==> config.mk <==
export PLATFORM = sky130hd
export DESIGN_NAME = fir_sum_quantize_flat
export DESIGN_NICKNAME = d
export VERILOG_FILES = /design/src/fir_pkg.sv /design/src/fir_ctrl_if.sv /design/src/fir_sum_quantize.sv /design/src/flat_wrapper.sv
export SDC_FILE = /design/constraint.sdc
export NUM_CORES = 2
export LEC_CHECK = 0
export ABC_CLOCK_PERIOD_IN_PS = 4500
export BUFFER_PORTS_ARGS = -buffer_cell sky130_fd_sc_hd__buf_4
export CAP_MARGIN = 0
export CORE_MARGIN = 4
export CORE_UTILIZATION = 30
export CTS_CLUSTER_DIAMETER = 200
export CTS_CLUSTER_SIZE = 40
export DETAILED_ROUTE_END_ITERATION = 7
export GPL_TIMING_DRIVEN = 0
export PLACE_DENSITY = 0.49
export REMOVE_ABC_BUFFERS = 1
export SETUP_SLACK_MARGIN = 0.4
export SYNTH_ARGS = -nofsm -noshare
export SYNTH_HDL_FRONTEND = slang
export SYNTH_SLANG_ARGS = --single-unit
==> constraint.sdc <==
create_clock -name clk -period 4.5 [get_ports clk]
set_input_delay 0.45 -clock clk [delete_from_list [all_inputs] [get_ports clk]]
set_output_delay 0.45 -clock clk [all_outputs]
set_load 0.02 [all_outputs]
==> src/fir_pkg.sv <==
package fir_pkg;

    // filter geometry
    localparam int TAPS        = 21;
    localparam int TREE_LEAVES = 32;
    localparam int TREE_LEVELS = 5;

    // datapath widths
    localparam int SAMPLE_W = 18;
    localparam int COEF_W   = 25;
    localparam int ACC_W    = 48;

    // products land one edge after the sample, then one edge per tree level,
    // then one edge for the clamped output register
    localparam int LATENCY = TREE_LEVELS + 2;

    // coefficient load counter saturates at TAPS
    localparam int LOAD_CNT_W = $clog2(TAPS + 1);

    // output scaling, keeps sum bits above 19
    localparam int OUT_SHIFT = 19;

    // full signed 18-bit range
    localparam int OUT_MAX = 131071;
    localparam int OUT_MIN = -131072;

    // signed sample entering and leaving the filter
    typedef logic signed [SAMPLE_W-1:0] sample_t;

    // signed coefficient word as loaded over cfg_din
    typedef logic signed [COEF_W-1:0] coef_t;

    // product and partial sum width
    typedef logic signed [ACC_W-1:0] acc_t;

    // every tap starts as a small positive gain
    localparam coef_t COEF_RESET = coef_t'(25'h80);

endpackage

==> src/fir_ctrl_if.sv <==
`timescale 1ns/1ps

interface fir_ctrl_if import fir_pkg::*; ();

    // sample line advance, same cycle as valid_in
    logic shift_en;

    // product register load
    logic prod_en;

    // one strobe per adder tree level, bit 0 is the leaf level
    logic [TREE_LEVELS-1:0] tree_en;

    // output shift, clamp and register
    logic out_en;

    modport control (
        output shift_en,
        output prod_en,
        output tree_en,
        output out_en
    );

    modport datapath (
        input shift_en,
        input prod_en,
        input tree_en,
        input out_en
    );

endinterface

==> src/fir_sum_quantize.sv <==
`timescale 1ns/1ps

module fir_sum_quantize import fir_pkg::*; (
    input  logic          clk,
    fir_ctrl_if.datapath  ctrl,
    input  acc_t          products [TAPS],
    output sample_t       sample_out
);

    // tree inputs, taps beyond TAPS contribute nothing
    acc_t    leaf [TREE_LEAVES];
    acc_t    total;
    acc_t    scaled;
    sample_t clamped;

    for (genvar i = 0; i < TREE_LEAVES; i++) begin : g_leaf
        if (i < TAPS) begin : g_tap
            assign leaf[i] = products[i];
        end else begin : g_pad
            assign leaf[i] = '0;
        end
    end

    // level l halves the width of level l-1, each gated by its own strobe
    for (genvar l = 0; l < TREE_LEVELS; l++) begin : g_lvl
        localparam int N = TREE_LEAVES >> (l + 1);

        acc_t din [2*N];
        acc_t sum [N];

        for (genvar i = 0; i < 2 * N; i++) begin : g_in
            if (l == 0) begin : g_from_leaf
                assign din[i] = leaf[i];
            end else begin : g_from_lvl
                assign din[i] = g_lvl[l-1].sum[i];
            end
        end

        always_ff @(posedge clk) begin
            if (ctrl.tree_en[l]) begin
                for (int i = 0; i < N; i++) begin
                    sum[i] <= din[2*i] + din[2*i+1];
                end
            end
        end
    end

    assign total  = g_lvl[TREE_LEVELS-1].sum[0];
    assign scaled = total >>> OUT_SHIFT;

    // saturate to the sample range
    always_comb begin
        if (scaled > acc_t'(OUT_MAX)) begin
            clamped = sample_t'(OUT_MAX);
        end else if (scaled < acc_t'(OUT_MIN)) begin
            clamped = sample_t'(OUT_MIN);
        end else begin
            clamped = sample_t'(scaled);
        end
    end

    always_ff @(posedge clk) begin
        if (ctrl.out_en) begin
            sample_out <= clamped;
        end
    end

    // each tree strobe must be the previous stage's strobe one cycle on,
    // so a level never works on a partial sum from another item
    for (genvar k = 1; k < TREE_LEVELS; k++) begin : g_chk
        a_tree_order: assert property (
            @(posedge clk) ctrl.tree_en[k] |-> $past(ctrl.tree_en[k-1])
        ) else $error("tree_en[%0d] without a preceding level", k);
    end

    a_out_order: assert property (
        @(posedge clk) ctrl.out_en |-> $past(ctrl.tree_en[TREE_LEVELS-1])
    ) else $error("out_en without a finished tree sum");

endmodule

==> src/flat_wrapper.sv <==
// flat-port wrapper written by rule: the top's interface ports become plain ports
module fir_sum_quantize_flat import fir_pkg::*;
  (clk, products, sample_out, ctrl_shift_en, ctrl_prod_en, ctrl_tree_en, ctrl_out_en);
  fir_ctrl_if ctrl_i ();
  input  logic clk;
  input  acc_t products[TAPS];
  output sample_t sample_out;
  input wire logic [$bits(ctrl_i.shift_en)-1:0] ctrl_shift_en;
  input wire logic [$bits(ctrl_i.prod_en)-1:0] ctrl_prod_en;
  input wire logic [$bits(ctrl_i.tree_en)-1:0] ctrl_tree_en;
  input wire logic [$bits(ctrl_i.out_en)-1:0] ctrl_out_en;
  assign ctrl_i.shift_en = ctrl_shift_en;
  assign ctrl_i.prod_en = ctrl_prod_en;
  assign ctrl_i.tree_en = ctrl_tree_en;
  assign ctrl_i.out_en = ctrl_out_en;
  fir_sum_quantize u_core (.clk(clk), .ctrl(ctrl_i), .products(products), .sample_out(sample_out));
endmodule
==> flow_metrics.tcl <==
set metrics [dict create \
    max_freq_mhz 252.2 \
    cpLargestDelayFamily "compound AO/OA/AOI/OAI gates" \
    synth.top_cell.area_share_pct 40.67 \
    synth-seq-area-share_pct 40.67 \
    grt_first_pass_wirelength_um 388700 \
    rows 191 \
    period_share_pct 88.12 \
    overflow 0 \
    track_usage_pct 17.79 \
    async_reset_ff_share_pct 0 \
    path_class "reg -> reg" \
    grt_pass1_vias 63680 \
    avgSynthCellArea_um2 10.22 \
    ant_nets 0 \
    rsz0062_at_grt "yes" \
    slew_headroom_pct 10.54 \
    die_height_um 529.1 \
    vdd_drop_max_uv 343.9 \
    setup_viol 0 \
    crit_path_start_kind "flip-flop" \
    synth_ff_type "edfxtp_1" \
    required_ns 4.97 \
    syn_inst 7972 \
    crit_chain "ha_1 -> a21o_1 -> a21o_1 -> a21oi_1 -> o211ai_1 -> a21oi_2 -> o31ai_1 -> a211oi_2 -> o211ai_1 -> a21o_1 -> a221oi_1 -> xnor2_2" \
    via_per_inst 5.161 \
    grt_max_degree 115 \
    area_delta_synth_final_pct 16.55 \
    synth.cell_area_um2 81450 \
    gp_congestion 0.9127 \
    status "complete, no violations" \
    yosys-top-cells-count "edfxtp_1, a21oi_1, ha_1" \
    cts-root-buf "clkbuf_16" \
    num-fill-cells 27440 \
    clock_latency_ns 0.75 \
    vias 64500 \
    start_util_pct 30.11 \
    num_io_pins 1035 \
    dieArea_um2 279900 \
    path_buf_inv 0 \
    finalSetupTns_ns 0 \
    synth_edf_count 1103 \
    arrival_ns 4.43 \
    stdcell_area_um2 94930 \
    cts.clk_slew.worst_paths_ns 0.15 \
    min_period_ns 3.966 \
    yosys-top-cells-area "edfxtp_1, ha_1, xnor2_1, a21oi_1, a21o_1" \
    worstMarginPinSlew_ns 1.342 \
    hold_violations 0 \
    coreArea_um2 270500 \
    drive_gt1_share_pct 13.75 \
    cp-startpoint "u_core.g_lvl[1].sum[0][108]$_DFFE_PP_" \
    cts_max_level 1 \
    synth.most_common_cell "edfxtp_1" \
    wire_per_inst_um 21.02 \
    max_cap_violations 0 \
    hpwl_um 218000 \
    synth.largest_area_cell "edfxtp_1" \
    place.port_buffers 1032 \
    ys_warn_count 0 \
    cts_buffer_depth 3 \
    cpPeakStageDelay_ns 0.41 \
    dr.pass1.iters 6 \
    hold_path.startpoint "products[481]" \
    drv_slew 0 \
    power_leakage_nw 39.48 \
    drt-initial-drc-count 4453 \
    layout.nets 10880 \
    drc_errors 0 \
    p_per_area_nw_per_um2 506.6 \
    cts_buffers 31 \
    cts.sinks 1103 \
    wirelength_um 262700 \
    timing.rr.start "u_core.g_lvl[1].sum[0][108]$_DFFE_PP_" \
    placed_cell_area_um2 93110 \
    die_width_um 529.1 \
    cp-end-kind "flip-flop" \
    finalClockSkew_ns 0.05195 \
    crit_slowest_cell "edfxtp_1" \
    synth_cell_types 106 \
    hold_class "in -> reg" \
    path_common_cell "a21o_1" \
    grt_antenna_before_repair 16 \
    synth-seq-cells 1103 \
    cp_max_fo 7 \
    tritoncts "built" \
]
==> area by class of cell <==
cell class,count,area [um2],share of cell area [%]
sequential,1103,33120,34.89
timing repair buffer,1105,8625,9.085
inverter,174,653.1,0.6880
tap,3570,4467,4.705
clock buffer,32,779.5,0.8211
antenna,16,40.04,0.04218
multi-input combinational,6494,47210,49.74
clock inverter,3,28.78,0.03032
==> stage by stage <==
| stage | cells | hold WS, ns | utilization (%) | power (mW) | setup WS, ns |
|---|---|---|---|---|---|
| 6_report | 12500 | 0.09011 | 35.09 | 48.09 | 0.5344 |
| 5_1_grt | 12490 | 0.02698 | 35.09 | 51.94 | 0.3176 |
| 4_1_cts | 12480 | 0.002566 | 34.98 | 48.52 | 0.3910 |
| 3_5_place_dp | 12380 | 0.4045 | 34.42 | 43.73 | -0.7590 |
| 3_3_place_gp | 12370 | 0.4039 | 34.33 | 43.75 | -1.743 |
| 2_1_floorplan | 7771 | 0.4003 | - | 34.94 | 1.096 |
==> path summary, 6_finish.rpt <==
| path | to | depth (start not counted) | slack, ns |
|---|---|---|---|
| worst min-delay path | u_core.g_lvl[0].sum[0][241]$_DFFE_PP_ | 2 | 0.09 |
| worst max register to register | u_core.g_lvl[2].sum[1][45]$_DFFE_PP_ | 12 | 0.53 |
| worst min register to register | u_core.g_lvl[1].sum[1][48]$_DFFE_PP_ | 0 | 0.42 |
| worst max-delay path | u_core.g_lvl[2].sum[1][45]$_DFFE_PP_ | 12 | 0.53 |
==> cell usage in the layout (no fill, tap or decap), types with 31 or more instances in the layout <==
cell type,count
a211oi_1,69
a21o_1,575
a21oi_1,944
a31oi_1,84
and2_1,38
and3_1,67
buf_4,1034
clkbuf_16,31
dlygate4sd3_1,60
edfxtp_1,1103
ha_1,939
inv_1,174
nand2_1,532
nand2b_1,102
nand3_1,154
nand4_1,171
nor2_1,416
nor2b_1,114
nor3_1,82
o211ai_1,40
o21a_1,93
o21ai_0,441
o21ai_1,62
o21bai_1,152
o31ai_1,45
xnor2_1,551
xor2_1,319
==> routing by layer <==
layer / track usage [%] / wire length (um) / vias to the layer above / share of wire [%]
li1: - / - / 32150 / -
met1: 24.28 / 121200 / 30650 / 46
met2: 30.52 / 124900 / 1513 / 48
met3: 1.693 / 10710 / 174 / 4.1
met4: 3.771 / 5851 / 8 / 2.2
met5: 0 / 45 / - / 0.017
==> sequential cells by signal, summed over array words and instances, names as in the netlist <==
register and count:
u_core.g_lvl.sum 1085, u_core.sample_out 18
==> power breakdown <==
| group | total (mW) | internal (mW) | leakage, nW | switching, mW |
|---|---|---|---|---|
| Combinational | 26.4 | 10.6 | 28.3 | 15.7 |
| Sequential | 17.4 | 16.0 | 10.8 | 1.41 |
| Clock | 4.29 | 1.26 | 0.398 | 3.03 |
==> logic make-up after synthesis <==
| group | synth area share [%] |
|---|---|
| adders and majority gates | 14.89 |
| AOI/OAI and AO/OA | 22.21 |
| DFF | 40.67 |
| muxes | 0.02458 |
| and+or+nand+nor | 10.99 |
| buffers and inverters | 1.788 |
| xor gates and xnor gates | 9.431 |
==> timing repair <==
action                     in CTS  in global routing
hold endpoints to repair       54                  0
setup buffers                   1                  3
setup endpoints to repair      25                 63
gates resized for setup        16                 45
hold buffers                   60                  0
pin swaps                       1                  4
Note: power is estimated with default switching activity, not from simulation.
