**src/fir_pkg.sv**
```systemverilog
package fir_pkg;

    // filter geometry
    localparam int TAPS        = 21;
    localparam int TREE_LEAVES = 32;
    localparam int TREE_LEVELS = 5;

    // datapath widths
    localparam int SAMPLE_W = 18;
    localparam int COEF_W   = 25;
    localparam int ACC_W    = 48;

    // products land one edge after the sample, then one edge per tree level,
    // then one edge for the clamped output register
    localparam int LATENCY = TREE_LEVELS + 2;

    // coefficient load counter saturates at TAPS
    localparam int LOAD_CNT_W = $clog2(TAPS + 1);

    // output scaling, keeps sum bits above 19
    localparam int OUT_SHIFT = 19;

    // full signed 18-bit range
    localparam int OUT_MAX = 131071;
    localparam int OUT_MIN = -131072;

    // signed sample entering and leaving the filter
    typedef logic signed [SAMPLE_W-1:0] sample_t;

    // signed coefficient word as loaded over cfg_din
    typedef logic signed [COEF_W-1:0] coef_t;

    // product and partial sum width
    typedef logic signed [ACC_W-1:0] acc_t;

    // every tap starts as a small positive gain
    localparam coef_t COEF_RESET = coef_t'(25'h80);

endpackage

```
**src/fir_shift_reg.sv**
```systemverilog
`timescale 1ns/1ps

module fir_shift_reg import fir_pkg::*; #(
    parameter type elem_t  = sample_t,
    parameter elem_t rst_val = elem_t'(0)
) (
    input  logic  clk,
    input  logic  cfg_reset,
    input  logic  en,
    input  elem_t din,
    output elem_t taps [TAPS]
);

    // position 0 always holds the newest element
    always_ff @(posedge clk) begin
        if (cfg_reset) begin
            for (int i = 0; i < TAPS; i++) begin
                taps[i] <= rst_val;
            end
        end else if (en) begin
            taps[0] <= din;
            for (int i = 1; i < TAPS; i++) begin
                taps[i] <= taps[i-1];
            end
        end
    end

endmodule

```
**config.mk**
```make
export PLATFORM = sky130hd
export DESIGN_NAME = fir_shift_reg
export DESIGN_NICKNAME = d
export VERILOG_FILES = /design/src/fir_pkg.sv /design/src/fir_shift_reg.sv
export SDC_FILE = /design/constraint.sdc
export NUM_CORES = 1
export LEC_CHECK = 0
export BUFFER_PORTS_ARGS = -buffer_cell sky130_fd_sc_hd__buf_2
export CORE_AREA = 8 8 246 248
export CTS_CLUSTER_SIZE = 8
export DETAILED_ROUTE_END_ITERATION = 6
export DIE_AREA = 0 0 254 256
export PLACE_DENSITY = 0.46
export SLEW_MARGIN = 0
export SYNTH_ARGS = -nofsm -noshare
export SYNTH_HDL_FRONTEND = slang
export SYNTH_SLANG_ARGS = --single-unit
```
**constraint.sdc**
```tcl
create_clock -name clk -period 1.1 [get_ports clk]
set_clock_uncertainty 0.2 [all_clocks]
set_input_delay 0.055 -clock clk [delete_from_list [all_inputs] [get_ports clk]]
set_output_delay 0.055 -clock clk [all_outputs]
set_load 0.01 [all_outputs]
```
==> flow_metrics.py, run 1 <==
metrics = {
    "outcome": {
        "status": "finished with violations",
        "violations": "negative setup slack",
    },
    "global_routing": {
        "met2_usage_pct": 24.7,
        "grtUsageTotal_pct": 14.7,
        "grt_pass1_vias": 11900,
        "antenna_found_initial": 0,
        "grt_max_degree": 38,
        "busiest_layer": "met2",
        "grt_pass1_wl_um": 74300,
        "grt.met1_usage_pct": 17.5,
        "globalRouteOverflowTotal": 0,
        "grtUsageMet3_pct": 5.12,
    },
    "pwr": {
        "p_leak_nw": 11.6,
        "p_total_mw": 30.7,
        "p_per_area_nw_per_um2": 1280,
        "vdd_drop_max_mv": 1.34,
    },
    "drt": {
        "drt-initial-drc-count": 369,
        "drcViolationCount": 0,
        "vias": 11500,
        "ant_nets": 0,
        "routed_wl_um": 50100,
        "wl_per_cell_um": 17.9,
        "firstDrtPassIters": 5,
        "vias_per_cell": 4.11,
    },
    "synth": {
        "synth_cell_types": 9,
        "synthTopCellsByArea": "dfxtp_1, mux2i_1, nor2_1",
        "syn_nets": 1239,
        "ys_seq_area_share_pct": 56.2,
        "ys_ff_latch": 378,
        "syn_area_per_cell_um2": 11.1,
        "syn_area_um2": 13500,
        "synth_top_area_share_pct": 56.2,
        "yosys.area.top_type": "dfxtp_1",
        "yosys_warnings": 0,
        "synth_cells": 1218,
    },
    "clocking": {
        "clock-sinks": 378,
        "cts_tree": "yes",
        "cts_htree_levels": 2,
        "clkTransAtPathRegs_ps": 50,
        "cts_buffers": 54,
        "root_buffer": "clkbuf_16",
        "cts_max_path_buffers": 3,
        "clock_latency_ps": 590,
    },
    "sta": {
        "max_freq_mhz": 714,
        "setup_viol": 754,
        "post-route-min-period_ps": 1400,
        "finalHoldViolations": 0,
        "whs_ps": 33.3,
        "slew_viol_final": 0,
        "tightest_slew_ps": 394,
        "fin_tns_setup_ps": -151010,
        "rsz0062_at_grt": "true",
        "worst_slack_ps": -301,
        "relSlewSlack_pct": 73.8,
        "finalCritPeriodShare_pct": 127,
    },
    "worst_setup_path": {
        "critPathRequiredTime_ps": 1370,
        "r2r_cells": 4,
        "cp-start-kind": "input pin",
        "crit_path_max_fanout": 15,
        "critical_path_class": "input pin to flop",
        "rr_endpoint": "taps[116]",
        "r2r_slack_ps": 10,
        "r2r_start": "taps[134]",
        "arrival_ps": 1670,
        "critPathCaptureType": "flop",
    },
    "layout": {
        "reg_top3": "taps (378)",
        "fin_nets": 2047,
        "synthToLayoutAreaGrowth_pct": 77.6,
        "final_common_cell": "buf_4",
        "top_register": "taps",
        "largest_register_ffs": 378,
        "drive_gt1_share_pct": 61.8,
        "n_antenna_cell": 0,
        "mostFrequentLayoutCells": "buf_4, buf_6, mux2i_1, nor2_1, dfxtp_2",
    },
    "die": {
        "die_h_um": 256,
        "die-area_um2": 65000,
        "die_w_um": 254,
        "start_util_pct": 23.7,
        "rows": 88,
        "io_pins": 399,
        "core_um2": 56800,
    },
    "placed_design": {
        "io_buffers": 398,
        "hpwl_um": 31800,
        "gp_congestion": 0.773,
        "place_ws_ps": -107,
    },
    "run": {
        "maxCapViolCount": 0,
    },
    "hold_path": {
        "min_to": "taps[369]",
        "hold_path.startpoint": "din[9]",
        "min_delay_path_depth": 4,
        "hold_class": "input pin to flop",
    },
}
critical path, cell delays in order:
cell	delay (ps)
buf_8	60
dlygate4sd3_1	750
buf_12	230
buf_4	240
mux2i_1	240
nor2_1	60
cell usage after synthesis (all sizes together):
cell type / n
buf: 76
clkbuf: 8
dfxtp: 378
mux2i: 378
nor2: 378
metal layers:
metal	share of wire, %	vias up
met4	2.5	0
met3	7.6	77
met1	42	5439
met5	0	-
li1	-	5658
met2	48	325
through the flow:
step | util [%] | area (um2) | std cells
after floorplan | - | 13500 | 1218
after global placement | 29.2 | 16600 | 2370
after detailed placement | 29.2 | 16600 | 2370
after CTS | 41.9 | 23800 | 2787
after global routing | 42.1 | 23900 | 2797
final | 42.1 | 23900 | 2797
cells by family after synthesis:
group / count (synthesis) / share of synthesized area [%]
mux: 378 / 28.1
flops: 378 / 56.2
simple gates: 378 / 10.5
buf+inv: 84 / 5.12
cell type report:
class,instances,area [um2]
clock buffer,57,1390
clock inverter,5,125
fill,5389,32900
multi-input combinational,756,5200
sequential,378,8220
tap,765,957
timing repair buffer,836,8000
where the power goes:
| group | internal [mW] | switching, mW |
|---|---|---|
| sequential | 13.6 | 0.0662 |
| clock | 9.32 | 5.98 |
| combinational | 0.874 | 0.834 |
| total | 23.8 | 6.88 |
worst max path at each step:
| stage | start | end | slack [ps] | cells after the start |
|---|---|---|---|---|
| after floorplan | en | taps[355] | 20 | 5 |
| after global placement | en | taps[187] | -90 | 5 |
| after detailed placement | en | taps[216] | -110 | 5 |
| after CTS | taps[229] | taps[229] | -330 | 2 |
| after global routing | taps[229] | taps[229] | -350 | 2 |
| final | en | taps[70] | -300 | 6 |
timing repair:
item                                   CTS  global route
endpoints found under the hold margin  378           276
setup buffers                          330            27
setup endpoints to repair              378           754
pin swaps                                0            14
hold buffers                            28             1
gates resized for setup                895             8
(Power assumes the default switching activity.)
==> inputs of run 2 (changes only) <==
CTS_BUF_LIST = sky130_fd_sc_hd__clkbuf_16   (was not set)
REMOVE_ABC_BUFFERS = 1   (was not set)
==> flow_metrics.py, run 2 (synthesis gave the netlist of run 1 again) <==
metrics = {
    "outcome": {
        "violations": "negative hold slack, negative setup slack",
        "status": "finished with violations",
    },
    "layout": {
        "synthToLayoutAreaGrowth_pct": 77.0,
        "top_register": "taps",
        "largest_register_ffs": 378,
        "drive_gt1_share_pct": 61.9,
        "fin_nets": 2058,
        "final_common_cell": "buf_4",
        "fillers": 5421,
        "fin_util_pct": 41.9,
        "n_antenna_cell": 0,
        "reg_top3": "taps (378)",
        "mostFrequentLayoutCells": "buf_4, buf_6, mux2i_1, nor2_1, dfxtp_2",
        "final_area_um2": 23800,
    },
    "worst_setup_path": {
        "critical_path.max_stage_delay_ps": 400,
        "r2r_start": "taps[360]",
        "slowest_stage": "dfxtp_4",
        "critPathRequiredTime_ps": 840,
        "critical_path_class": "flop to primary output",
        "cp-start-kind": "flop",
        "critPathBufInv": 1,
        "startpoint": "taps[83]",
        "crit_family": "flip-flops",
        "crit_path_max_fanout": 2,
        "arrival_ps": 1090,
        "critPathCaptureType": "primary output",
        "crit_chain": "buf_6",
    },
    "placed_design": {
        "io_buffers": 398,
        "hpwl_um": 28400,
        "gp_congestion": 0.736,
        "dpl_cell_area_um2": 16700,
        "place_ws_ps": -186,
    },
    "global_routing": {
        "grtUsageTotal_pct": 12.9,
        "grt_pass1_vias": 11800,
        "grt_max_degree": 60,
        "globalRouteOverflowTotal": 0,
        "antenna_found_initial": 2,
        "grt_pass1_wl_um": 67700,
    },
    "drt": {
        "routed_wl_um": 44200,
        "vias": 11500,
        "vias_per_cell": 4.08,
        "drcViolationCount": 0,
        "drt-initial-drc-count": 382,
        "ant_nets": 0,
        "wl_per_cell_um": 15.7,
        "firstDrtPassIters": 4,
    },
    "sta": {
        "setup_viol": 380,
        "rsz0062_at_grt": "true",
        "worst_slack_ps": -249,
        "relSlewSlack_pct": 78.8,
        "whs_ps": -164,
        "slew_viol_final": 0,
        "post-route-min-period_ps": 1350,
        "finalCritPeriodShare_pct": 123,
        "fin_tns_setup_ps": -61480,
        "max_freq_mhz": 741,
        "tightest_slew_ps": 317,
        "finalHoldViolations": 115,
    },
    "pwr": {
        "switchingPower_mw": 6.47,
        "pwr-share-comb_pct": 5.9,
        "p_total_mw": 29.8,
        "swShare_pct": 21.7,
        "p_per_area_nw_per_um2": 1250,
        "p_leak_nw": 11.6,
        "internal_power_mw": 23.4,
        "pwr-share-clk_pct": 47.7,
        "vdd_drop_max_mv": 1.02,
        "power_frac_seq_pct": 46.3,
    },
    "die": {
        "rows": 88,
        "start_util_pct": 23.7,
        "io_pins": 399,
        "die_h_um": 256,
        "die_w_um": 254,
        "core_um2": 56800,
        "die-area_um2": 65000,
    },
    "hold_path": {
        "hold_path.startpoint": "en",
        "hold_class": "input pin to flop",
    },
    "clocking": {
        "clkTransAtPathRegs_ps": 50,
        "clock-sinks": 378,
        "cts_buffers": 53,
        "cts_tree": "yes",
        "cts_htree_levels": 2,
        "cts_max_path_buffers": 3,
        "root_buffer": "clkbuf_16",
        "clock_latency_ps": 570,
    },
    "run": {
        "maxCapViolCount": 0,
    },
}
## run 2: changes by cell type in the layout (fill, tap and decap cells not counted), sizes merged
cell	change
buf	+11
inv	+4
bufinv	-2
clkinv	-2
clkbuf	-1
## run 2: layer usage
layer	part of all wire (%)	vias to the layer above	track usage [%]
met3	6.3	89	3.74
met2	50	262	22.7
met1	40	5434	14.4
li1	-	5676	-
met4	3.6	0	5.36
met5	0	-	0
## run 2: final timing paths
path,end,slack [ps],cells after the start
min,taps[335],-160,4
max,taps[83],-250,1
min reg2reg,taps[15],290,2
max reg2reg,taps[360],10,4
## run 2: worst register-to-register path: stages (launching register included)
cell     delay (ps)
dfxtp_2         320
buf_4           130
buf_4           130
mux2i_1         140
nor2_1           60
## run 2: power groups by stage
stage          clock, mW  sequential (mW)  combinational (mW)
6_report            14.2             13.8                1.77
5_1_grt             15.4             13.8                1.89
4_1_cts             14.8             13.8                1.76
3_5_place_dp           0             14.1                1.49
3_3_place_gp           0             14.1                1.48
2_1_floorplan          0             14.2               0.362
## run 2: layout make-up
class,instances,area [um2],area share [%]
clock inverters,5,25.0,0.105
multi-input cells,756,5200,21.8
repair buffers,848,8160,34.2
clock buffers,55,1380,5.78
flip-flops and latches,378,8100,34.0
well taps,765,957,4.02
## run 2: what timing repair did
action | 4_1_cts | 5_1_grt
hold endpoints to repair | 378 | 97
gates resized for setup | 842 | 6
buffers inserted | 326 | 25
hold buffers | 20 | 1
gates cloned | 0 | 1
endpoints found under the setup margin | 378 | 408
pin swaps | 0 | 1
## run 2: per-stage QoR
step / hold slack, ps / std cells
2_1_floorplan: -72.6 / 1134
3_3_place_gp: 74.2 / 2378
3_5_place_dp: 79.9 / 2378
4_1_cts: -200 / 2782
5_1_grt: -163 / 2807
6_report: -164 / 2807
