<file path="src/fir_pkg.sv">
package fir_pkg;

    // filter geometry
    localparam int TAPS        = 21;
    localparam int TREE_LEAVES = 32;
    localparam int TREE_LEVELS = 5;

    // datapath widths
    localparam int SAMPLE_W = 18;
    localparam int COEF_W   = 25;
    localparam int ACC_W    = 48;

    // products land one edge after the sample, then one edge per tree level,
    // then one edge for the clamped output register
    localparam int LATENCY = TREE_LEVELS + 2;

    // coefficient load counter saturates at TAPS
    localparam int LOAD_CNT_W = $clog2(TAPS + 1);

    // output scaling, keeps sum bits above 19
    localparam int OUT_SHIFT = 19;

    // full signed 18-bit range
    localparam int OUT_MAX = 131071;
    localparam int OUT_MIN = -131072;

    // signed sample entering and leaving the filter
    typedef logic signed [SAMPLE_W-1:0] sample_t;

    // signed coefficient word as loaded over cfg_din
    typedef logic signed [COEF_W-1:0] coef_t;

    // product and partial sum width
    typedef logic signed [ACC_W-1:0] acc_t;

    // every tap starts as a small positive gain
    localparam coef_t COEF_RESET = coef_t'(25'h80);

endpackage

</file>
<file path="src/fir_ctrl_if.sv">
`timescale 1ns/1ps

interface fir_ctrl_if import fir_pkg::*; ();

    // sample line advance, same cycle as valid_in
    logic shift_en;

    // product register load
    logic prod_en;

    // one strobe per adder tree level, bit 0 is the leaf level
    logic [TREE_LEVELS-1:0] tree_en;

    // output shift, clamp and register
    logic out_en;

    modport control (
        output shift_en,
        output prod_en,
        output tree_en,
        output out_en
    );

    modport datapath (
        input shift_en,
        input prod_en,
        input tree_en,
        input out_en
    );

endinterface

</file>
<file path="src/fir_control.sv">
`timescale 1ns/1ps

module fir_control import fir_pkg::*; (
    input  logic             clk,
    input  logic             cfg_reset,
    input  logic             valid_in,
    input  logic             cfg_ce,
    fir_ctrl_if.control      ctrl,
    output logic             valid_out,
    output logic             coef_ready
);

    // bit j is set j+1 edges after the sampling edge
    logic [LATENCY-1:0]    vld_pipe;
    logic [LOAD_CNT_W-1:0] load_cnt;

    always_ff @(posedge clk) begin
        if (cfg_reset) begin
            vld_pipe <= '0;
        end else begin
            vld_pipe <= {vld_pipe[LATENCY-2:0], valid_in};
        end
    end

    // stage enables decoded from the valid pipeline
    assign ctrl.shift_en = valid_in;
    assign ctrl.prod_en  = vld_pipe[0];
    assign ctrl.tree_en  = vld_pipe[TREE_LEVELS:1];
    assign ctrl.out_en   = vld_pipe[LATENCY-1];

    // output register loads together with the clamped sample
    always_ff @(posedge clk) begin
        if (cfg_reset) begin
            valid_out <= 1'b0;
        end else begin
            valid_out <= ctrl.out_en;
        end
    end

    // count coefficient words, stop once the chain is full
    always_ff @(posedge clk) begin
        if (cfg_reset) begin
            load_cnt <= '0;
        end else if (cfg_ce && (load_cnt != LOAD_CNT_W'(TAPS))) begin
            load_cnt <= load_cnt + 1'b1;
        end
    end

    assign coef_ready = (load_cnt == LOAD_CNT_W'(TAPS));

    // nothing can reach the output register sooner than a full pass
    a_no_early_valid: assert property (
        @(posedge clk) cfg_reset |=> (!valid_out) [*LATENCY]
    ) else $error("valid_out rose within LATENCY cycles of reset");

    a_load_cnt_range: assert property (
        @(posedge clk) disable iff (cfg_reset) load_cnt <= LOAD_CNT_W'(TAPS)
    ) else $error("coefficient load counter passed TAPS");

endmodule

</file>
<file path="src/flat_wrapper.sv">
// flat-port wrapper written by rule: the top's interface ports become plain ports
module fir_control_flat import fir_pkg::*;
  (clk, cfg_reset, valid_in, cfg_ce, valid_out, coef_ready, ctrl_shift_en, ctrl_prod_en, ctrl_tree_en, ctrl_out_en);
  fir_ctrl_if ctrl_i ();
  input  logic clk;
  input  logic cfg_reset;
  input  logic valid_in;
  input  logic cfg_ce;
  output logic valid_out;
  output logic coef_ready;
  output wire logic [$bits(ctrl_i.shift_en)-1:0] ctrl_shift_en;
  output wire logic [$bits(ctrl_i.prod_en)-1:0] ctrl_prod_en;
  output wire logic [$bits(ctrl_i.tree_en)-1:0] ctrl_tree_en;
  output wire logic [$bits(ctrl_i.out_en)-1:0] ctrl_out_en;
  assign ctrl_shift_en = ctrl_i.shift_en;
  assign ctrl_prod_en = ctrl_i.prod_en;
  assign ctrl_tree_en = ctrl_i.tree_en;
  assign ctrl_out_en = ctrl_i.out_en;
  fir_control u_core (.clk(clk), .cfg_reset(cfg_reset), .valid_in(valid_in), .cfg_ce(cfg_ce), .ctrl(ctrl_i), .valid_out(valid_out), .coef_ready(coef_ready));
endmodule
</file>
<file path="config.mk">
export PLATFORM = sky130hd
export DESIGN_NAME = fir_control_flat
export DESIGN_NICKNAME = d
export VERILOG_FILES = /design/src/fir_pkg.sv /design/src/fir_ctrl_if.sv /design/src/fir_control.sv /design/src/flat_wrapper.sv
export SDC_FILE = /design/constraint.sdc
export NUM_CORES = 1
export LEC_CHECK = 0
export BUFFER_PORTS_ARGS = -buffer_cell sky130_fd_sc_hd__buf_2
export CAP_MARGIN = 30
export CELL_PAD_IN_SITES_DETAIL_PLACEMENT = 2
export CELL_PAD_IN_SITES_GLOBAL_PLACEMENT = 2
export CORE_MARGIN = 3
export CORE_UTILIZATION = 29
export DETAILED_ROUTE_END_ITERATION = 7
export PLACE_DENSITY_LB_ADDON = 0.1
export SYNTH_ARGS = -nofsm -noshare
export SYNTH_HDL_FRONTEND = slang
export SYNTH_SLANG_ARGS = --single-unit
</file>
<file path="constraint.sdc">
create_clock -name clk -period 2.16 [get_ports clk]
set_input_delay 0.108 -clock clk [delete_from_list [all_inputs] [get_ports clk]]
set_output_delay 0.108 -clock clk [all_outputs]
set_load 0.02 [all_outputs]
</file>
==> results of run 1 <==
[Yosys cell counts, drive strengths merged]
| master | instances |
|---|---|
| buf | 1 |
| nand4b | 1 |
| nand3 | 1 |
| or3 | 2 |
| nand2 | 1 |
| nand4 | 2 |
| nor3 | 1 |
| dfxtp | 13 |
| inv | 3 |
| ha | 2 |
| clkbuf | 1 |
| nor2b | 8 |
| nor2 | 2 |
| o21ai | 1 |
| a21oi | 4 |
| xor2 | 1 |
| a311oi | 1 |
[kinds of logic after synthesis]
kind of cell	count (synthesis)	share of synthesized area [%]
AO/OA/AOI/OAI	6	7.32
XOR/XNOR	1	1.90
adder cells (fa/ha/maj)	2	5.42
buffers and inverters	5	4.88
flip-flops	13	56.4
AND/OR/NAND/NOR	18	24.1
[placed cells by master (no fill, tap or decap)]
cell type | Yosys | routed
a21oi_1 | 4 | 4
a311oi_1 | 1 | 1
buf_2 | 0 | 13
clkbuf_1 | 1 | 1
clkbuf_4 | 0 | 3
dfxtp_1 | 13 | 13
ha_1 | 2 | 2
inv_1 | 2 | 2
inv_2 | 1 | 1
nand2_1 | 1 | 1
nand3_1 | 1 | 1
nand4_1 | 2 | 2
nand4b_2 | 1 | 1
nor2_1 | 2 | 2
nor2b_1 | 8 | 8
nor3_1 | 1 | 1
o21ai_0 | 1 | 1
or3_1 | 2 | 2
xor2_1 | 1 | 1
[where the power goes]
part           internal, W  switching (W)
logic            0.0000109      0.0000181
registers         0.000246     0.00000510
clock network    0.0000715      0.0000722
[cell type report]
cell class | count | area share [%]
Multi-Input combinational cell | 27 | 31.9
Sequential cell | 13 | 46.4
Inverter | 3 | 2.01
Tap cell | 15 | 3.35
Timing Repair Buffer | 13 | 11.6
Clock buffer | 4 | 4.69
[routing by layer]
metal  GRT usage (%)  vias up  part of all wire (%)
li1                -      179                     -
met1            11.6      171                    39
met2            22.5       10                    56
met3            5.93        0                   5.4
met4            1.70        0                     0
met5               0        -                     0
[state kept, by name, indices dropped and copies added, names as in the netlist]
name,flops
u_core.load_cnt,5
u_core.valid_out,1
u_core.vld_pipe,7
[worst reg2reg max path: cells and delay by family, from the launching register on]
kind                       cells  cell delay, ps
DFF                            1             390
and+or+nand+nor                2             450
adders and majority gates      1             180
buffers and inverters          2             130
AOI/OAI and AO/OA              1             170
[metrics by stage]
stage	util, %	hold slack (ps)	setup WS [ps]
after floorplan	-	180	879
after global placement	38.2	335	896
after detailed placement	38.2	379	769
after CTS	40.1	90.6	740
after global routing	40.1	98.9	658
final	40.1	87.3	765
[worst max-delay path by stage]
stage                       start                  to  cells after the start  slack [ps]
6_report       u_core.load_cnt[1]  u_core.load_cnt[3]                      6         760
5_1_grt        u_core.load_cnt[1]  u_core.load_cnt[3]                      6         660
4_1_cts        u_core.load_cnt[0]          coef_ready                      4         740
3_5_place_dp   u_core.load_cnt[1]  u_core.load_cnt[3]                      6         770
3_3_place_gp   u_core.load_cnt[1]  u_core.load_cnt[3]                      6         900
2_1_floorplan  u_core.load_cnt[1]  u_core.load_cnt[3]                      6         880
==> flow_results.xml, run 1 <==
<?xml version="1.0" encoding="UTF-8"?>
<metrics>
  <group name="setup_path">
    <metric name="r2r_slack" unit="ps">760</metric>
    <metric name="cp-end-kind" unit="">register</metric>
    <metric name="worstReg2RegStart" unit="">u_core.load_cnt[1]</metric>
    <metric name="crit_required" unit="ps">2360</metric>
    <metric name="cp.buffers_inverters" unit="">2</metric>
    <metric name="cell_chain_of_the_critical_path" unit="">inv_1 -&gt; ha_1 -&gt; nand4b_2 -&gt; inv_2 -&gt; or3_1 -&gt; a21oi_1</metric>
    <metric name="critical_path_arrival" unit="ps">1590</metric>
    <metric name="critPathKind" unit="">register to register</metric>
    <metric name="capture_instance_of_the_worst_register_to_register_path" unit="">u_core.load_cnt[3]</metric>
    <metric name="cpLargestDelayFamily" unit="">simple AND/OR/NAND/NOR gates</metric>
    <metric name="reg2reg_depth" unit="">6</metric>
    <metric name="critPathMaxFanout" unit="">5</metric>
    <metric name="critical_path.max_stage_delay" unit="ps">390</metric>
    <metric name="critical_path.slowest_cell" unit="">dfxtp_1</metric>
    <metric name="critical_path.startpoint_type" unit="">register</metric>
  </group>
  <group name="clock_tree">
    <metric name="cts_tree" unit="">built</metric>
    <metric name="bufs_on_longest_clock_path" unit="">2</metric>
    <metric name="total_clock_buffers_created_by_cts" unit="">3</metric>
    <metric name="cts_max_level" unit="">1</metric>
    <metric name="clk_transition_reported_paths" unit="ps">70</metric>
    <metric name="insertion_delay" unit="ps">270</metric>
    <metric name="clockRootBuffer" unit="">clkbuf_4</metric>
    <metric name="cts_hold_buffers_added" unit="">0</metric>
    <metric name="post-cts-setup-buffer-count" unit="">0</metric>
    <metric name="cts_repair_resize_count" unit="">0</metric>
    <metric name="cts.sinks" unit="">13</metric>
  </group>
  <group name="finish">
    <metric name="regArea" unit="sq um">260</metric>
    <metric name="multiInputGateArea" unit="sq um">179</metric>
    <metric name="antenna_cells" unit="">0</metric>
    <metric name="n_fill_cell" unit="">158</metric>
    <metric name="areaGrowthSynthToFinish" unit="%">21.4</metric>
    <metric name="layoutNonFillerInstCount" unit="">75</metric>
    <metric name="layout_cells_sized_above_1" unit="%">30.0</metric>
    <metric name="layout.nets" unit="">67</metric>
    <metric name="final_area" unit="sq um">561</metric>
  </group>
  <group name="timing">
    <metric name="setup-violations-final" unit="">0</metric>
    <metric name="drv_slew" unit="">0</metric>
    <metric name="rsz0062_at_grt" unit="">false</metric>
    <metric name="max_freq" unit="MHz">717</metric>
    <metric name="relSlewSlack" unit="%">80.1</metric>
    <metric name="hold_violations" unit="">0</metric>
    <metric name="fin_crit_sh" unit="%">64.6</metric>
    <metric name="fin_worst_skew" unit="ps">2.08</metric>
    <metric name="timing_worst_slew_pin_value" unit="ps">297</metric>
    <metric name="min_period" unit="ps">1400</metric>
    <metric name="setup_total_neg_slack" unit="ps">0</metric>
  </group>
  <group name="floorplan">
    <metric name="coreArea" unit="sq um">1400</metric>
    <metric name="die-area" unit="sq um">2110</metric>
    <metric name="die_height" unit="microns">45.9</metric>
    <metric name="rows" unit="">13</metric>
    <metric name="start_util" unit="%">33.0</metric>
    <metric name="ioPinCount" unit="">14</metric>
    <metric name="floorplan.die.width" unit="microns">45.9</metric>
  </group>
  <group name="synth">
    <metric name="syn-num-nets" unit="">51</metric>
    <metric name="postSynthRegisterBits" unit="">13</metric>
    <metric name="syn-mean-instance-area" unit="sq um">10.3</metric>
    <metric name="post_synth_main_area_contributors" unit="">dfxtp_1, nor2b_1, ha_1, a21oi_1, nand4b_2</metric>
    <metric name="post_synth_instance_area" unit="sq um">462</metric>
    <metric name="synth_sequential_area_ratio" unit="%">56.4</metric>
    <metric name="synth.yosys.warnings" unit="">0</metric>
    <metric name="post-synth-top-area-cell" unit="">dfxtp_1</metric>
    <metric name="synth_top_area_share" unit="%">56.4</metric>
    <metric name="post_synth_inst_count" unit="">45</metric>
    <metric name="synth.distinct_cells" unit="">18</metric>
  </group>
  <group name="route">
    <metric name="drt_first_iter_violations" unit="">1</metric>
    <metric name="drt-total-wl" unit="mm">1.02</metric>
    <metric name="routedWlPerCell" unit="microns">13.6</metric>
    <metric name="detail_route_antenna_nets" unit="">0</metric>
    <metric name="route.detailed.drc" unit="">0</metric>
    <metric name="routed-via-count" unit="">360</metric>
    <metric name="post_drt_via_cell_ratio" unit="">4.80</metric>
    <metric name="drt_pass1_iterations" unit="">3</metric>
  </group>
  <group name="global_routing">
    <metric name="track_usage" unit="%">11.9</metric>
    <metric name="grt_max_degree" unit="">14</metric>
    <metric name="grt_first_pass_wirelength" unit="mm">1.74</metric>
    <metric name="first_global_vias" unit="">388</metric>
    <metric name="initial_antenna_violation_count" unit="">0</metric>
    <metric name="grt.overflow.total" unit="">0</metric>
  </group>
  <group name="placement">
    <metric name="io_buffers" unit="">13</metric>
    <metric name="detailed_place.area" unit="sq um">534</metric>
    <metric name="final_gp_congestion" unit="">0.688</metric>
    <metric name="detailedPlacementHpwl" unit="microns">807</metric>
    <metric name="dp_cells" unit="">71</metric>
  </group>
  <group name="power">
    <metric name="vdd_ir_drop_max" unit="mV">0.485</metric>
    <metric name="power_per_standard_cell_area" unit="nW/um^2">756</metric>
    <metric name="total_power" unit="W">0.000424</metric>
    <metric name="total_leakage_power" unit="nW">0.284</metric>
  </group>
  <group name="worst_hold_path">
    <metric name="holdCritPathClass" unit="">input port to register</metric>
    <metric name="worstHoldPathCells" unit="">2</metric>
    <metric name="hold_path_end" unit="">u_core.vld_pipe[0]</metric>
    <metric name="min-delay-start" unit="">valid_in</metric>
  </group>
  <group name="run_status">
    <metric name="run_status" unit="">finished clean</metric>
  </group>
  <group name="job">
    <metric name="total_of_max_cap_violations" unit="">0</metric>
  </group>
</metrics>
Power figures use the tool's default switching activity.
==> inputs of run 2 (changes only) <==
--- a/config.mk
+++ b/config.mk
@@ -5,12 +5,13 @@
 export SDC_FILE = /design/constraint.sdc
 export NUM_CORES = 1
 export LEC_CHECK = 0
+export ABC_AREA = 1
 export BUFFER_PORTS_ARGS = -buffer_cell sky130_fd_sc_hd__buf_2
 export CAP_MARGIN = 30
 export CELL_PAD_IN_SITES_DETAIL_PLACEMENT = 2
 export CELL_PAD_IN_SITES_GLOBAL_PLACEMENT = 2
 export CORE_MARGIN = 3
-export CORE_UTILIZATION = 29
+export CORE_UTILIZATION = 26
 export DETAILED_ROUTE_END_ITERATION = 7
 export PLACE_DENSITY_LB_ADDON = 0.1
 export SYNTH_ARGS = -nofsm -noshare
==> constraint.sdc (replaced) <==
create_clock -name clk -period 1.46 [get_ports clk]
set_input_delay 0.073 -clock clk [delete_from_list [all_inputs] [get_ports clk]]
set_output_delay 0.073 -clock clk [all_outputs]
set_load 0.02 [all_outputs]
==> run 2 against run 1 <==
Against the previous run:
- design area up 16%
- via count up 28%
- clock power up 53%
- worst setup slack worse by 610 ps
- critical path type is now register to output pin
- die area up 23%
- utilization down 4.4 points
- total power up 53%
- sequential power up 49%
- global-route usage down 1.6 points
- clock skew up 5.6 ps
- critical endpoint is now coef_ready
- sequential cell count unchanged
- first-iteration DRC count rose to 5.0 times the previous value
==> flow_results.xml, run 2 <==
<?xml version="1.0" encoding="UTF-8"?>
<metrics>
  <group name="synth">
    <metric name="syn-num-nets" unit="">77</metric>
    <metric name="post_synth_inst_count" unit="">71</metric>
    <metric name="synth.yosys.warnings" unit="">0</metric>
    <metric name="postSynthRegisterBits" unit="">13</metric>
    <metric name="post_synth_main_area_contributors" unit="">dfxtp_1, inv_1, nand2_1, nor2_1, ha_1</metric>
    <metric name="ys_dominant_reg_cell" unit="">dfxtp_1</metric>
    <metric name="async_reset_ff_share" unit="%">0</metric>
    <metric name="number_of_synthesized_flops_with_an_enable_pin" unit="">0</metric>
    <metric name="synth.distinct_cells" unit="">14</metric>
    <metric name="synth_sequential_area_ratio" unit="%">49.5</metric>
    <metric name="ys_top_cells_by_count" unit="">inv_1, nand2_1, nor2_1, dfxtp_1</metric>
    <metric name="syn-mean-instance-area" unit="sq um">7.40</metric>
    <metric name="post-synth-top-area-cell" unit="">dfxtp_1</metric>
    <metric name="post_synth_instance_area" unit="sq um">526</metric>
    <metric name="synth_top_area_share" unit="%">49.5</metric>
  </group>
  <group name="route">
    <metric name="drt_pass1_iterations" unit="">3</metric>
    <metric name="post_drt_via_cell_ratio" unit="">4.12</metric>
    <metric name="routed-via-count" unit="">461</metric>
    <metric name="detail_route_antenna_nets" unit="">0</metric>
    <metric name="drt_first_iter_violations" unit="">5</metric>
    <metric name="route.detailed.drc" unit="">0</metric>
    <metric name="drt-total-wl" unit="mm">1.11</metric>
    <metric name="routedWlPerCell" unit="microns">9.94</metric>
  </group>
  <group name="finish">
    <metric name="number_of_flip_flops_under_the_largest_register_name" unit="">7</metric>
    <metric name="regArea" unit="sq um">262</metric>
    <metric name="layout.nets" unit="">94</metric>
    <metric name="areaGrowthSynthToFinish" unit="%">23.6</metric>
    <metric name="layoutNonFillerInstCount" unit="">112</metric>
    <metric name="n_fill_cell" unit="">238</metric>
    <metric name="multiInputGateArea" unit="sq um">198</metric>
    <metric name="max_flop_register" unit="">u_core.vld_pipe</metric>
    <metric name="antenna_cells" unit="">0</metric>
    <metric name="largestRegisters" unit="">u_core.vld_pipe (7), u_core.load_cnt (5), u_core.valid_out (1)</metric>
    <metric name="top_library_cells_by_usage_in_the_layout_fill_and_taps_aside" unit="">inv_1, nand2_1, nor2_1</metric>
    <metric name="layout_cells_sized_above_1" unit="%">25.3</metric>
  </group>
  <group name="power">
    <metric name="total_leakage_power" unit="nW">0.321</metric>
    <metric name="total_power" unit="W">0.000649</metric>
    <metric name="power_per_standard_cell_area" unit="nW/um^2">1000</metric>
    <metric name="vdd_ir_drop_max" unit="mV">0.540</metric>
  </group>
  <group name="timing">
    <metric name="drv_slew" unit="">0</metric>
    <metric name="hold_slack" unit="ps">106</metric>
    <metric name="relSlewSlack" unit="%">83.6</metric>
    <metric name="setup_total_neg_slack" unit="ps">0</metric>
    <metric name="rsz0062_at_grt" unit="">false</metric>
    <metric name="fin_worst_skew" unit="ps">7.68</metric>
    <metric name="min_period" unit="ps">1300</metric>
    <metric name="max_freq" unit="MHz">769</metric>
    <metric name="hold_violations" unit="">0</metric>
    <metric name="setup-violations-final" unit="">0</metric>
    <metric name="fin_crit_sh" unit="%">89.1</metric>
    <metric name="timing_worst_slew_pin_value" unit="ps">246</metric>
  </group>
  <group name="setup_path">
    <metric name="critical_path.max_stage_delay" unit="ps">410</metric>
    <metric name="critical_path.slowest_cell" unit="">dfxtp_1</metric>
    <metric name="cell_chain_of_the_critical_path" unit="">inv_1 -&gt; ha_1 -&gt; nand2_1 -&gt; nor2_2 -&gt; buf_2</metric>
    <metric name="crit_required" unit="ps">1390</metric>
    <metric name="critical_path.startpoint_type" unit="">register</metric>
    <metric name="critPathMaxFanout" unit="">5</metric>
    <metric name="critPathKind" unit="">register to output pin</metric>
    <metric name="critical_path_arrival" unit="ps">1230</metric>
    <metric name="cp-end-kind" unit="">output pin</metric>
  </group>
  <group name="global_routing">
    <metric name="first_global_vias" unit="">473</metric>
    <metric name="grt.overflow.total" unit="">0</metric>
    <metric name="grt_first_pass_wirelength" unit="mm">1.96</metric>
    <metric name="initial_antenna_violation_count" unit="">0</metric>
    <metric name="track_usage" unit="%">10.3</metric>
    <metric name="grt_max_degree" unit="">13</metric>
  </group>
  <group name="clock_tree">
    <metric name="cts.sinks" unit="">13</metric>
    <metric name="clk_transition_reported_paths" unit="ps">90</metric>
    <metric name="clockRootBuffer" unit="">clkbuf_4</metric>
    <metric name="bufs_on_longest_clock_path" unit="">2</metric>
    <metric name="cts_tree" unit="">built</metric>
    <metric name="insertion_delay" unit="ps">280</metric>
    <metric name="total_clock_buffers_created_by_cts" unit="">3</metric>
    <metric name="post-cts-setup-buffer-count" unit="">0</metric>
    <metric name="cts_max_level" unit="">1</metric>
  </group>
  <group name="floorplan">
    <metric name="ioPinCount" unit="">14</metric>
    <metric name="start_util" unit="%">28.9</metric>
    <metric name="die_height" unit="microns">51.0</metric>
    <metric name="floorplan.die.width" unit="microns">51.0</metric>
    <metric name="coreArea" unit="sq um">1820</metric>
    <metric name="rows" unit="">15</metric>
    <metric name="die-area" unit="sq um">2600</metric>
  </group>
  <group name="placement">
    <metric name="dp_cells" unit="">107</metric>
    <metric name="final_gp_congestion" unit="">0.672</metric>
    <metric name="detailedPlacementHpwl" unit="microns">869</metric>
    <metric name="io_buffers" unit="">13</metric>
  </group>
  <group name="worst_hold_path">
    <metric name="holdCritPathClass" unit="">input port to register</metric>
  </group>
  <group name="run_status">
    <metric name="run_status" unit="">finished clean</metric>
  </group>
  <group name="job">
    <metric name="total_of_max_cap_violations" unit="">0</metric>
  </group>
</metrics>
[run 2: cell types whose count changed after synthesis, sizes merged, moves of 2 or more]
cell	change
nor2	+14
inv	+12
or3	-2
nand2	+15
nor2b	-8
a21oi	-2
[run 2: cell type report]
type,count,share of cell area [%]
Clock buffer,3,3.47
Clock inverter,1,0.771
Inverter,15,8.67
Multi-Input combinational cell,41,30.4
Sequential cell,13,40.3
Tap cell,25,4.82
Timing Repair Buffer,14,11.6
[run 2: metal layers]
layer	track usage (%)	part of all wire (%)	vias to the layer above
li1	-	-	237
met1	10.6	44	213
met4	2.69	1.1	0
met3	5.25	5.6	2
met2	18.2	50	9
met5	0	0	-
[run 2: worst paths after layout]
| path | startpoint | endpoint | slack, ps | cells after the start |
|---|---|---|---|---|
| worst max-delay path | u_core.load_cnt[1] | coef_ready | 160 | 5 |
| worst min-delay path | cfg_reset | u_core.load_cnt[3] | 110 | 2 |
| worst max register to register | u_core.load_cnt[1] | u_core.load_cnt[0] | 170 | 8 |
| worst min register to register | u_core.vld_pipe[3] | u_core.vld_pipe[4] | 420 | 2 |
[run 2: power by group]
part | switching, W | internal [W]
logic | 0.0000332 | 0.0000200
registers | 0.0000101 | 0.000365
clock network | 0.000120 | 0.000101
[run 2: repair_timing]
item | 4_1_cts | 5_1_grt
hold buffers | 1 | 0
endpoints found under the setup margin | 0 | 1
endpoints found under the hold margin | 1 | 0
gates resized for setup | 0 | 1
[run 2: cells by family after synthesis]
kind of cell    after synthesis  share of synthesized area [%]
simple gates                 36                           28.6
fa+ha+maj                     2                           4.76
buf+inv                      17                           12.9
compound gates                2                           2.62
xor+xnor                      1                           1.67
flops                        13                           49.5
[run 2: worst max-delay path, delay by kind of cell, from the launching register on]
family / cells / cell delay, ps
buffers and inverters: 2 / 210
adders and majority gates: 1 / 170
and+or+nand+nor: 2 / 160
DFF: 1 / 410
[run 2: stage by stage]
step / utilization, % / area [sq um] / setup slack [ps]
after floorplan: - / 526 / 254
after global placement: 33.5 / 611 / 228
after detailed placement: 33.5 / 611 / 159
after CTS: 35.6 / 648 / 64.8
after global routing: 35.7 / 649 / 20.4
final: 35.7 / 649 / 159
